==> src/source/serdes_macros.svh <==
`ifndef SERDES_MACROS_SVH
`define SERDES_MACROS_SVH

// words per pattern frame, comma included.
`define COMMA_PERIOD 16
// commas at one offset before the boundary is trusted.
`define LOCK_COMMAS  3
`define LOCK_TIMEOUT 512
`define LEN_W        16

// symbols are {abcdei, fghj}, bit 9 goes out first.
`define K28_5_RDN    10'b0011111010
`define K28_5_RDP    10'b1100000101
`define K28_5_BYTE   8'hBC

`endif

==> src/source/serdes_pkg.sv <==
`default_nettype none
package serdes_pkg;

    typedef enum logic [2:0] {
        st_idle,
        st_wait_lock,
        st_run,
        st_done,
        st_release
    } ctrl_state_t;

    typedef enum logic [1:0] {
        sym_data,
        sym_comma,
        sym_invalid
    } sym_kind_t;

    // abcdei in rd- form, a in bit 5; encoder and decoder share this table.
    function automatic logic [5:0] enc_5b6b(input logic [4:0] x);
        case (x)
            5'd0:  return 6'b100111;
            5'd1:  return 6'b011101;
            5'd2:  return 6'b101101;
            5'd3:  return 6'b110001;
            5'd4:  return 6'b110101;
            5'd5:  return 6'b101001;
            5'd6:  return 6'b011001;
            5'd7:  return 6'b111000;
            5'd8:  return 6'b111001;
            5'd9:  return 6'b100101;
            5'd10: return 6'b010101;
            5'd11: return 6'b110100;
            5'd12: return 6'b001101;
            5'd13: return 6'b101100;
            5'd14: return 6'b011100;
            5'd15: return 6'b010111;
            5'd16: return 6'b011011;
            5'd17: return 6'b100011;
            5'd18: return 6'b010011;
            5'd19: return 6'b110010;
            5'd20: return 6'b001011;
            5'd21: return 6'b101010;
            5'd22: return 6'b011010;
            5'd23: return 6'b111010;
            5'd24: return 6'b110011;
            5'd25: return 6'b100110;
            5'd26: return 6'b010110;
            5'd27: return 6'b110110;
            5'd28: return 6'b001110;
            5'd29: return 6'b101110;
            5'd30: return 6'b011110;
            5'd31: return 6'b101011;
        endcase
    endfunction

    // fghj in rd- form.
    function automatic logic [3:0] enc_3b4b(input logic [2:0] y);
        case (y)
            3'd0: return 4'b1011;
            3'd1: return 4'b1001;
            3'd2: return 4'b0101;
            3'd3: return 4'b1100;
            3'd4: return 4'b1101;
            3'd5: return 4'b1010;
            3'd6: return 4'b0110;
            3'd7: return 4'b1110; // primary x.7.
        endcase
    endfunction

endpackage
`default_nettype wire

==> src/source/dec_8b10b.sv <==
`timescale 1ns/100ps
`default_nettype none
`include "serdes_macros.svh"

module dec_8b10b (
    input  wire                    tx_pclk,
    input  wire                    rst,
    input  wire  [9:0]             aligned,
    input  wire                    aligned_valid,
    output logic [7:0]             rx_data,
    output serdes_pkg::sym_kind_t  rx_kind,
    output logic                   disp_err,
    output logic                   dec_valid
);

    logic       rd;       // running disparity, high when positive.
    logic       rd_known; // cleared by invalid codes, no check on the next one.
    logic [5:0] c6;
    logic [3:0] c4;
    logic [5:0] n6;
    logic [3:0] n4;
    logic [2:0] ones6;
    logic [2:0] ones4;
    logic [4:0] x;
    logic [2:0] y;
    logic       ok6;
    logic       ok4;
    logic       is_comma;
    logic       good;
    logic       rd_mid;
    logic       rd_next;
    logic       err_d;

    always_comb begin
        c6    = aligned[9:4];
        c4    = aligned[3:0];
        ones6 = 3'($countones(c6));
        ones4 = 3'($countones(c4));
        n6    = (ones6 == 3'd2 || c6 == 6'b000111) ? ~c6 : c6; // fold to rd- form.
        n4    = (ones4 == 3'd1 || c4 == 4'b0011) ? ~c4 : c4;
        ok6   = 1'b0;
        x     = 5'd0;
        for (int i = 0; i < 32; i++) begin
            if (serdes_pkg::enc_5b6b(5'(i)) == n6) begin
                ok6 = 1'b1;
                x   = 5'(i);
            end
        end
        ok4 = (ones4 != 3'd0) && (ones4 != 3'd4);
        y   = (n4 == 4'b0111) ? 3'd7 : 3'd0; // alternate x.7.
        for (int j = 0; j < 8; j++) begin
            if (serdes_pkg::enc_3b4b(3'(j)) == n4) begin
                y = 3'(j);
            end
        end
        is_comma = (aligned == `K28_5_RDN) || (aligned == `K28_5_RDP);
        good     = is_comma || (ok6 && ok4);
        rd_mid   = (ones6 == 3'd4) ? 1'b1 : (ones6 == 3'd2) ? 1'b0 : rd;
        rd_next  = (ones4 == 3'd3) ? 1'b1 : (ones4 == 3'd1) ? 1'b0 : rd_mid;
        err_d    = ((ones6 == 3'd4 || c6 == 6'b111000) && rd) ||
                   ((ones6 == 3'd2 || c6 == 6'b000111) && !rd) ||
                   ((ones4 == 3'd3 || c4 == 4'b1100) && rd_mid) ||
                   ((ones4 == 3'd1 || c4 == 4'b0011) && !rd_mid);
    end

    always_ff @(posedge tx_pclk) begin
        if (rst) begin
            rd        <= 1'b0;
            rd_known  <= 1'b0;
            disp_err  <= 1'b0;
            dec_valid <= 1'b0;
        end else begin
            dec_valid <= aligned_valid;
            disp_err  <= aligned_valid && rd_known && good && err_d;
            if (aligned_valid && good) begin
                rd <= rd_next;
            end
            rd_known <= aligned_valid && good;
        end
    end

    always_ff @(posedge tx_pclk) begin
        rx_data <= is_comma ? `K28_5_BYTE : {y, x};
        rx_kind <= is_comma ? serdes_pkg::sym_comma :
                   good     ? serdes_pkg::sym_data  : serdes_pkg::sym_invalid;
    end

endmodule
`default_nettype wire

==> config.mk <==
export PLATFORM = sky130hd
export DESIGN_NAME = dec_8b10b
export DESIGN_NICKNAME = d
export VERILOG_FILES = /design/src/source/serdes_pkg.sv /design/src/source/dec_8b10b.sv
export VERILOG_INCLUDE_DIRS = /design/src /design/src/source
export SDC_FILE = /design/constraint.sdc
export NUM_CORES = 1
export LEC_CHECK = 0
export BUFFER_PORTS_ARGS = -buffer_cell sky130_fd_sc_hd__clkbuf_2
export CORE_UTILIZATION = 49
export DETAILED_ROUTE_END_ITERATION = 10
export PLACE_DENSITY_LB_ADDON = 0.08
export SLEW_MARGIN = 20
export SYNTH_ARGS = -nofsm -noshare
export SYNTH_HDL_FRONTEND = slang
export SYNTH_SLANG_ARGS = --single-unit
==> constraint.sdc <==
create_clock -name tx_pclk -period 5.45 [get_ports tx_pclk]
set_input_delay 0.2725 -clock tx_pclk [delete_from_list [all_inputs] [get_ports tx_pclk]]
set_output_delay 0.2725 -clock tx_pclk [all_outputs]
set_load 0.1 [all_outputs]
* Word level (Yosys, flattened, before mapping)
Cells that the tools add are included.
** Storage, ports and cells
- Register bits after elaboration :: 14
- Latch bits :: 0
- RAM bits :: 0
- ROM bits :: 0
- Output and inout bits :: 12
- Word-level logic and storage cells :: 179
- Memories :: 0
** Operators by class
- Add/sub/neg operators :: 8
- $mul :: 0
- Div/mod/pow operators :: 0
- Magnitude comparators :: 0
- Equality and inequality tests :: 52
- Shift operators :: 0
- Multiplexer cells :: 79
- Bitwise logic cells :: 2
- Reductions and logical operators :: 27
** Operators with widths (count)
- 6-bit == test (first input constant) :: 19
- 5-bit two-way mux :: 14
- 5-bit by 6-bit == test with 1-bit output (first input constant) :: 10
- 1-bit two-way mux :: 37
- 4-bit two-way mux :: 9
- 3-bit two-way mux :: 9
- 4-bit == test (first input constant) :: 6
- 4-bit by 6-bit == test with 1-bit output (first input constant) :: 3
- 2-bit two-way mux :: 9
- 17-bit OR reduction :: 1
- 1-bit by 1-bit adder with 2-bit output :: 5
- 10-bit == test (second input constant) :: 1
- 10-bit by 8-bit == test with 1-bit output (second input constant) :: 1
- 1-bit logical AND :: 10
- 5-bit OR reduction :: 2
- 1-bit logical OR :: 9
- 9-bit OR reduction :: 1
- 3-bit by 4-bit == test with 1-bit output (first input constant) :: 2
- 2-bit by 2-bit adder with 3-bit output :: 2
- 3-bit by 2-bit == test with 1-bit output (second input constant) :: 2
- 6-bit by 3-bit == test with 1-bit output (second input constant) :: 1
- 6-bit == test (second input constant) :: 1
- 6-bit two-way mux :: 1
- 6-bit inverter :: 1
- other kinds (11) :: 12

* Longest topological paths before layout
- Word-level depth :: 43
- Gate-level depth with buffers :: 18
- Mapped depth without buffers :: 14

* Least setup slack after synthesis
Ideal clock, no wire load.
- Path type :: input port to flip-flop
- From :: input port aligned[7]
- To :: register rd
- Library setup time :: 123 ps
- Arrival time :: 4200 ps
- Slack :: 1126 ps
- Cell stages on the path :: 18
- Buffers on the path :: 4
- Cells stage by stage :: buf_4 > inv_1 > clkbuf_1 > fa_1 > fa_1 > inv_1 > ha_1 > inv_1 > fa_1 > or3b_1 > buf_6 > buf_6 > nor3_1 > a21oi_1 > a41oi_1 > nor3_1 > a31oi_1 > mux2_1
** Between the ends
- Word-level cells in the longest chain between the ends :: 42
- Elaborated cells between the ends (all ways) :: 83
** Ends and longest elaborated chain
- start: declaration :: line dec_8b10b.sv:8 : input wire [9:0] aligned,
- 1-bit by 1-bit adder with 2-bit output (not written as such) :: line dec_8b10b.sv:37 : ones6 = 3'($countones(c6));
- 2-bit by 2-bit adder with 3-bit output (not written as such) :: line dec_8b10b.sv:37
- 3-bit by 2-bit adder with 3-bit output (not written as such) :: line dec_8b10b.sv:37
- 3-bit by 2-bit == test with 1-bit output :: line dec_8b10b.sv:39, dec_8b10b.sv:58
- 1-bit logical OR :: line dec_8b10b.sv:39 : n6 = (ones6 == 3'd2 || c6 == 6'b000111) ? ~c6 : c6;
- 6-bit two-way mux :: line dec_8b10b.sv:39
- 6-bit == test :: line dec_8b10b.sv:44 : if (serdes_pkg::enc_5b6b(5'(i)) == n6) begin
- 1-bit two-way mux (32 in a row) :: line dec_8b10b.sv:44
- 1-bit logical AND :: line dec_8b10b.sv:57 : good = is_comma || (ok6 && ok4);
- 1-bit logical OR :: line dec_8b10b.sv:57
- 1-bit logical AND :: line dec_8b10b.sv:75 : if (aligned_valid && good) begin
- end signal: assignment :: line dec_8b10b.sv:76 : rd <= rd_next;
- end: declaration :: line dec_8b10b.sv:16 : logic rd;
Parallel ways exist; a longest one is shown, timed or not.
A chain may end at the register's enable or synchronous reset.

* Worst setup path after layout
Same ends and word-level chain as after synthesis.

==> Implementation_results.wiki <==
{| class="wikitable"
! Metric !! Value
|-
| Count of input and output buffers || 24
|-
| Cts hold-fix bufs || 0
|-
| Wire length of the first global-routing pass || 9600 um
|-
| DR DRC count || 0
|-
| Number of levels in the clock H-tree || 1
|-
| Summed area of non-filler cells in the final layout || 2270 um^2
|-
| Comb pwr share || 64.8%
|-
| Dpl cells || 339
|-
| Detail Placement HPWL || 4500 um
|-
| Placed instance area || 2220 um^2
|-
| Int Pwr || 0.000301 W
|-
| GR Util All Layers || 28.0%
|-
| Number of top-level design ports || 25
|-
| Via density per instance || 6.57
|-
| Final antenna diode count || 0
|-
| Count of final max-slew check failures || 0
|-
| Cells traversed along the worst timing path || clkbuf_2 > inv_1 > fa_1 > fa_1 > inv_1 > ha_1 > inv_1 > fa_1 > or3b_1 > nor3_4 > o22ai_1 > a41oi_1 > nor3_1 > a31oi_1 > mux2_1
|-
| RSZ-0062 raised after global routing || false
|-
| Slew at the pin closest to its max-slew limit || 0.753 ns
|-
| Number of violations of the max-capacitance limit || 0
|-
| Async S/R FF share, synth || 0%
|-
| Standard cell core area || 4060 um^2
|-
| Final cell count without fillers || 343
|-
| Post-CTS Repair Setup Buffers || 0
|-
| Initial cell density of the core || 51.4%
|-
| Peak clock frequency supported by timing || 227 MHz
|-
| Average instance area after synthesis || 7.51 um^2
|-
| Fraction of the cycle the final worst path needs || 80.7%
|-
| Clock power share || 15.4%
|-
| Antenna Violating Nets Remaining || 0
|-
| Chip width || 67.3 um
|-
| # clock sinks || 14
|-
| Critical Path RT || 5.59 ns
|-
| Avg WL per Cell || 18.0 um
|-
| Highest-delay cell along the critical path || sky130_fd_sc_hd__or3b_1
|-
| Hold WC Path Type || primary input to flop
|-
| Cell accounting for the most synthesized area || sky130_fd_sc_hd__dfxtp_1
|-
| Net count after synthesis || 304
|-
| Layout overhead on the synthesized area || 8.99%
|-
| Leak pwr || 0.914 nW
|-
| Clock latency on the worst-skew pair || 0.25 ns
|-
| Worst-case clock skew || 0.000736 ns
|-
| Reg2reg start || rd
|-
| Final Net Count || 320
|-
| Aggregate global routing overflow || 0
|-
| Longest individual stage delay on the worst path || 0.74 ns
|-
| Logic depth of the worst register-to-register path || 5
|-
| Category of the worst setup path launch point || primary input
|-
| Total net switching power || 0.000348 W
|-
| Clk root buf || sky130_fd_sc_hd__clkbuf_8
|-
| Number of violations reported at the end of detailed-routing iteration 0 || 197
|-
| Worst-path clk slew || 0.06 ns
|-
| Synthesized area || 2090 um^2
|-
| Run status || finished, final reports clean
|-
| Top cells by area in the synthesized netlist || sky130_fd_sc_hd__dfxtp_1 13%, sky130_fd_sc_hd__ha_1 5.4%, sky130_fd_sc_hd__nor2_1 4.9%, sky130_fd_sc_hd__a21oi_1 3.8%, sky130_fd_sc_hd__fa_1 3.8%
|-
| Count of warnings emitted by yosys || 0
|-
| Switch share || 53.6%
|-
| Number of buffers created by CTS || 3
|-
| Initial antenna violation count || 0
|-
| Clock tree from TritonCTS || yes
|-
| Worst setup path startpoint || aligned[7]
|-
| Minimum clock period after layout || 4.40 ns
|-
| Final setup violating endpoints || 0
|-
| Worst-case register-to-register setup slack || 4.25 ns
|-
| End-of-flow core utilization || 56.1%
|-
| Sequential fraction of design power || 19.7%
|-
| Area fraction of the dominant cell type after synthesis || 13.4%
|-
| Number of vias in the routed layout || 2252
|-
| Critical path capture point type || flop
|-
| GPL Wtd Cong || 0.932
|-
| Full die area || 4520 um^2
|-
| Setup slack at placement || 0.817 ns
|-
| Number of global-route vias before repair || 1895
|-
| Cell variety after synth || 69
|-
| Fraction of the yosys area taken by sequential cells || 13.4%
|-
| Crit path max fanout || 15
|-
| Power Density || 286 nW/um^2
|-
| Quantity of gates resized following cts || 0
|-
| Total negative slack for setup checks || 0 ns
|-
| Hold worst-path end || dec_valid
|-
| Worst r2r dst || disp_err
|-
| Total wire length after detailed routing || 6160 um
|-
| Std cell rows || 23
|-
| Post-Synthesis Cells || 278
|-
| Worst rel slew slack || 49.8%
|-
| DIE HEIGHT || 67.3 um
|-
| Maximum number of pins on one net before global-route repair || 32
|-
| Number of synthesized register bits || 14
|-
| CTS Buffer Depth || 2
|-
| Drt pass-1 iters || 5
|-
| Max IR drop VDD || 0.000204 V
|-
| Worst Path Arrival || 4.54 ns
|-
| Depth of the worst hold-timing path || 2
|-
| Fraction of final layout cells with drive strength greater than 1 || 17.7%
|-
| Final-report hold violation count || 0
|-
| Hold wc startpoint || rst
|-
| Worst Setup Slack, final || 1.05 ns
|-
| Most instantiated flip-flop cell in the synthesis netlist || sky130_fd_sc_hd__dfxtp_1
|-
| Critical path class || primary input to flop
|-
| EDFF count, synth || 0
|}
==> worst max path at each step <==
stage                     endpoint  slack, ns  cells after the start
final                           rd       1.05                     15
after CTS                       rd       1.07                     15
after global placement          rd       0.90                     15
after floorplan                 rd       1.13                     18
after detailed placement        rd       0.82                     15
after global routing            rd       0.80                     15
==> worst max-delay path: cells and delay by family <==
family	cells	cell delay [ns]
compound gates	3	0.59
fa+ha+maj	4	1.66
buf+inv	4	0.49
mux	1	0.33
simple gates	3	1.18
==> power by group through the flow <==
stage               Clock, W  Sequential (W)  Combinational [W]
finish              0.000100        0.000128           0.000421
detailed placement         0        0.000130           0.000414
floorplan                  0        0.000257           0.000219
CTS                 0.000101        0.000128           0.000416
global route        0.000108        0.000130           0.000447
global placement           0        0.000130           0.000415
==> stage by stage <==
stage / power (W) / hold WS [ns]
after floorplan: 0.000476 / 0.364
after global placement: 0.000545 / 0.464
after detailed placement: 0.000543 / 0.474
after CTS: 0.000645 / 0.251
after global routing: 0.000685 / 0.267
final: 0.000650 / 0.254
==> per-layer routing <==
metal / vias to the layer above / share of wire [%] / global-route usage [%]
met4: 0 / 2.0 / 5.32
met5: - / 0 / 0
met2: 129 / 44 / 40.9
met1: 1028 / 47 / 42.4
met3: 13 / 7.4 / 4.73
li1: 1082 / - / -
==> cells in the mapped netlist (all sizes together), types with 3 or more instances <==
master,number
a211oi,5
o31ai,6
fa,4
nand2,14
nor2b,8
dfxtp,14
clkbuf,7
buf,14
o21ai,17
nand2b,10
xnor2,4
mux2i,4
a22o,4
nor4,7
inv,14
o2bb2ai,3
a21oi,16
o22ai,5
mux2,3
nand4,5
nor2,27
ha,9
nor3b,3
o211ai,4
nand3,5
a22oi,8
nor3,13
a31oi,9
==> state kept, by name (all words and copies together) (netlist names) <==
register and flops:
dec_valid 1, disp_err 1, rd 1, rd_known 1
rx_data 8, rx_kind 2
==> layout make-up <==
type	instances	area [um^2]
fill	391	1780
timing repair buffer	32	180
sequential	14	280
inverter	15	56.3
multi-input combinational	228	1640
clock buffer	4	55.1
tap	50	62.6
==> cells by family after synthesis <==
family                     Yosys count  synth area share, %
adders and majority gates           13                 9.23
xor gates and xnor gates             5                 2.10
muxes                                7                 3.54
and+or+nand+nor                    104                 28.4
buffers and inverters               36                 7.97
DFF                                 14                 13.4
AOI/OAI and AO/OA                   99                 35.3
==> cells in the final DEF (no fill, tap or decap), types with 3 or more instances in the layout <==
master,instances
sky130_fd_sc_hd__a211oi_1,5
sky130_fd_sc_hd__a21oi_1,16
sky130_fd_sc_hd__a22o_1,4
sky130_fd_sc_hd__a22oi_1,7
sky130_fd_sc_hd__a31oi_1,9
sky130_fd_sc_hd__buf_4,8
sky130_fd_sc_hd__clkbuf_2,24
sky130_fd_sc_hd__clkbuf_8,4
sky130_fd_sc_hd__dfxtp_1,14
sky130_fd_sc_hd__fa_1,4
sky130_fd_sc_hd__ha_1,9
sky130_fd_sc_hd__inv_1,13
sky130_fd_sc_hd__mux2i_1,4
sky130_fd_sc_hd__nand2_1,14
sky130_fd_sc_hd__nand2b_1,10
sky130_fd_sc_hd__nand3_1,5
sky130_fd_sc_hd__nand4_1,5
sky130_fd_sc_hd__nor2_1,27
sky130_fd_sc_hd__nor2b_1,8
sky130_fd_sc_hd__nor3_1,11
sky130_fd_sc_hd__nor4_1,6
sky130_fd_sc_hd__o211ai_1,3
sky130_fd_sc_hd__o21ai_0,16
sky130_fd_sc_hd__o22ai_1,5
sky130_fd_sc_hd__o31ai_1,5
sky130_fd_sc_hd__xnor2_1,4
No activity file was read; power rests on OpenSTA's default activity.
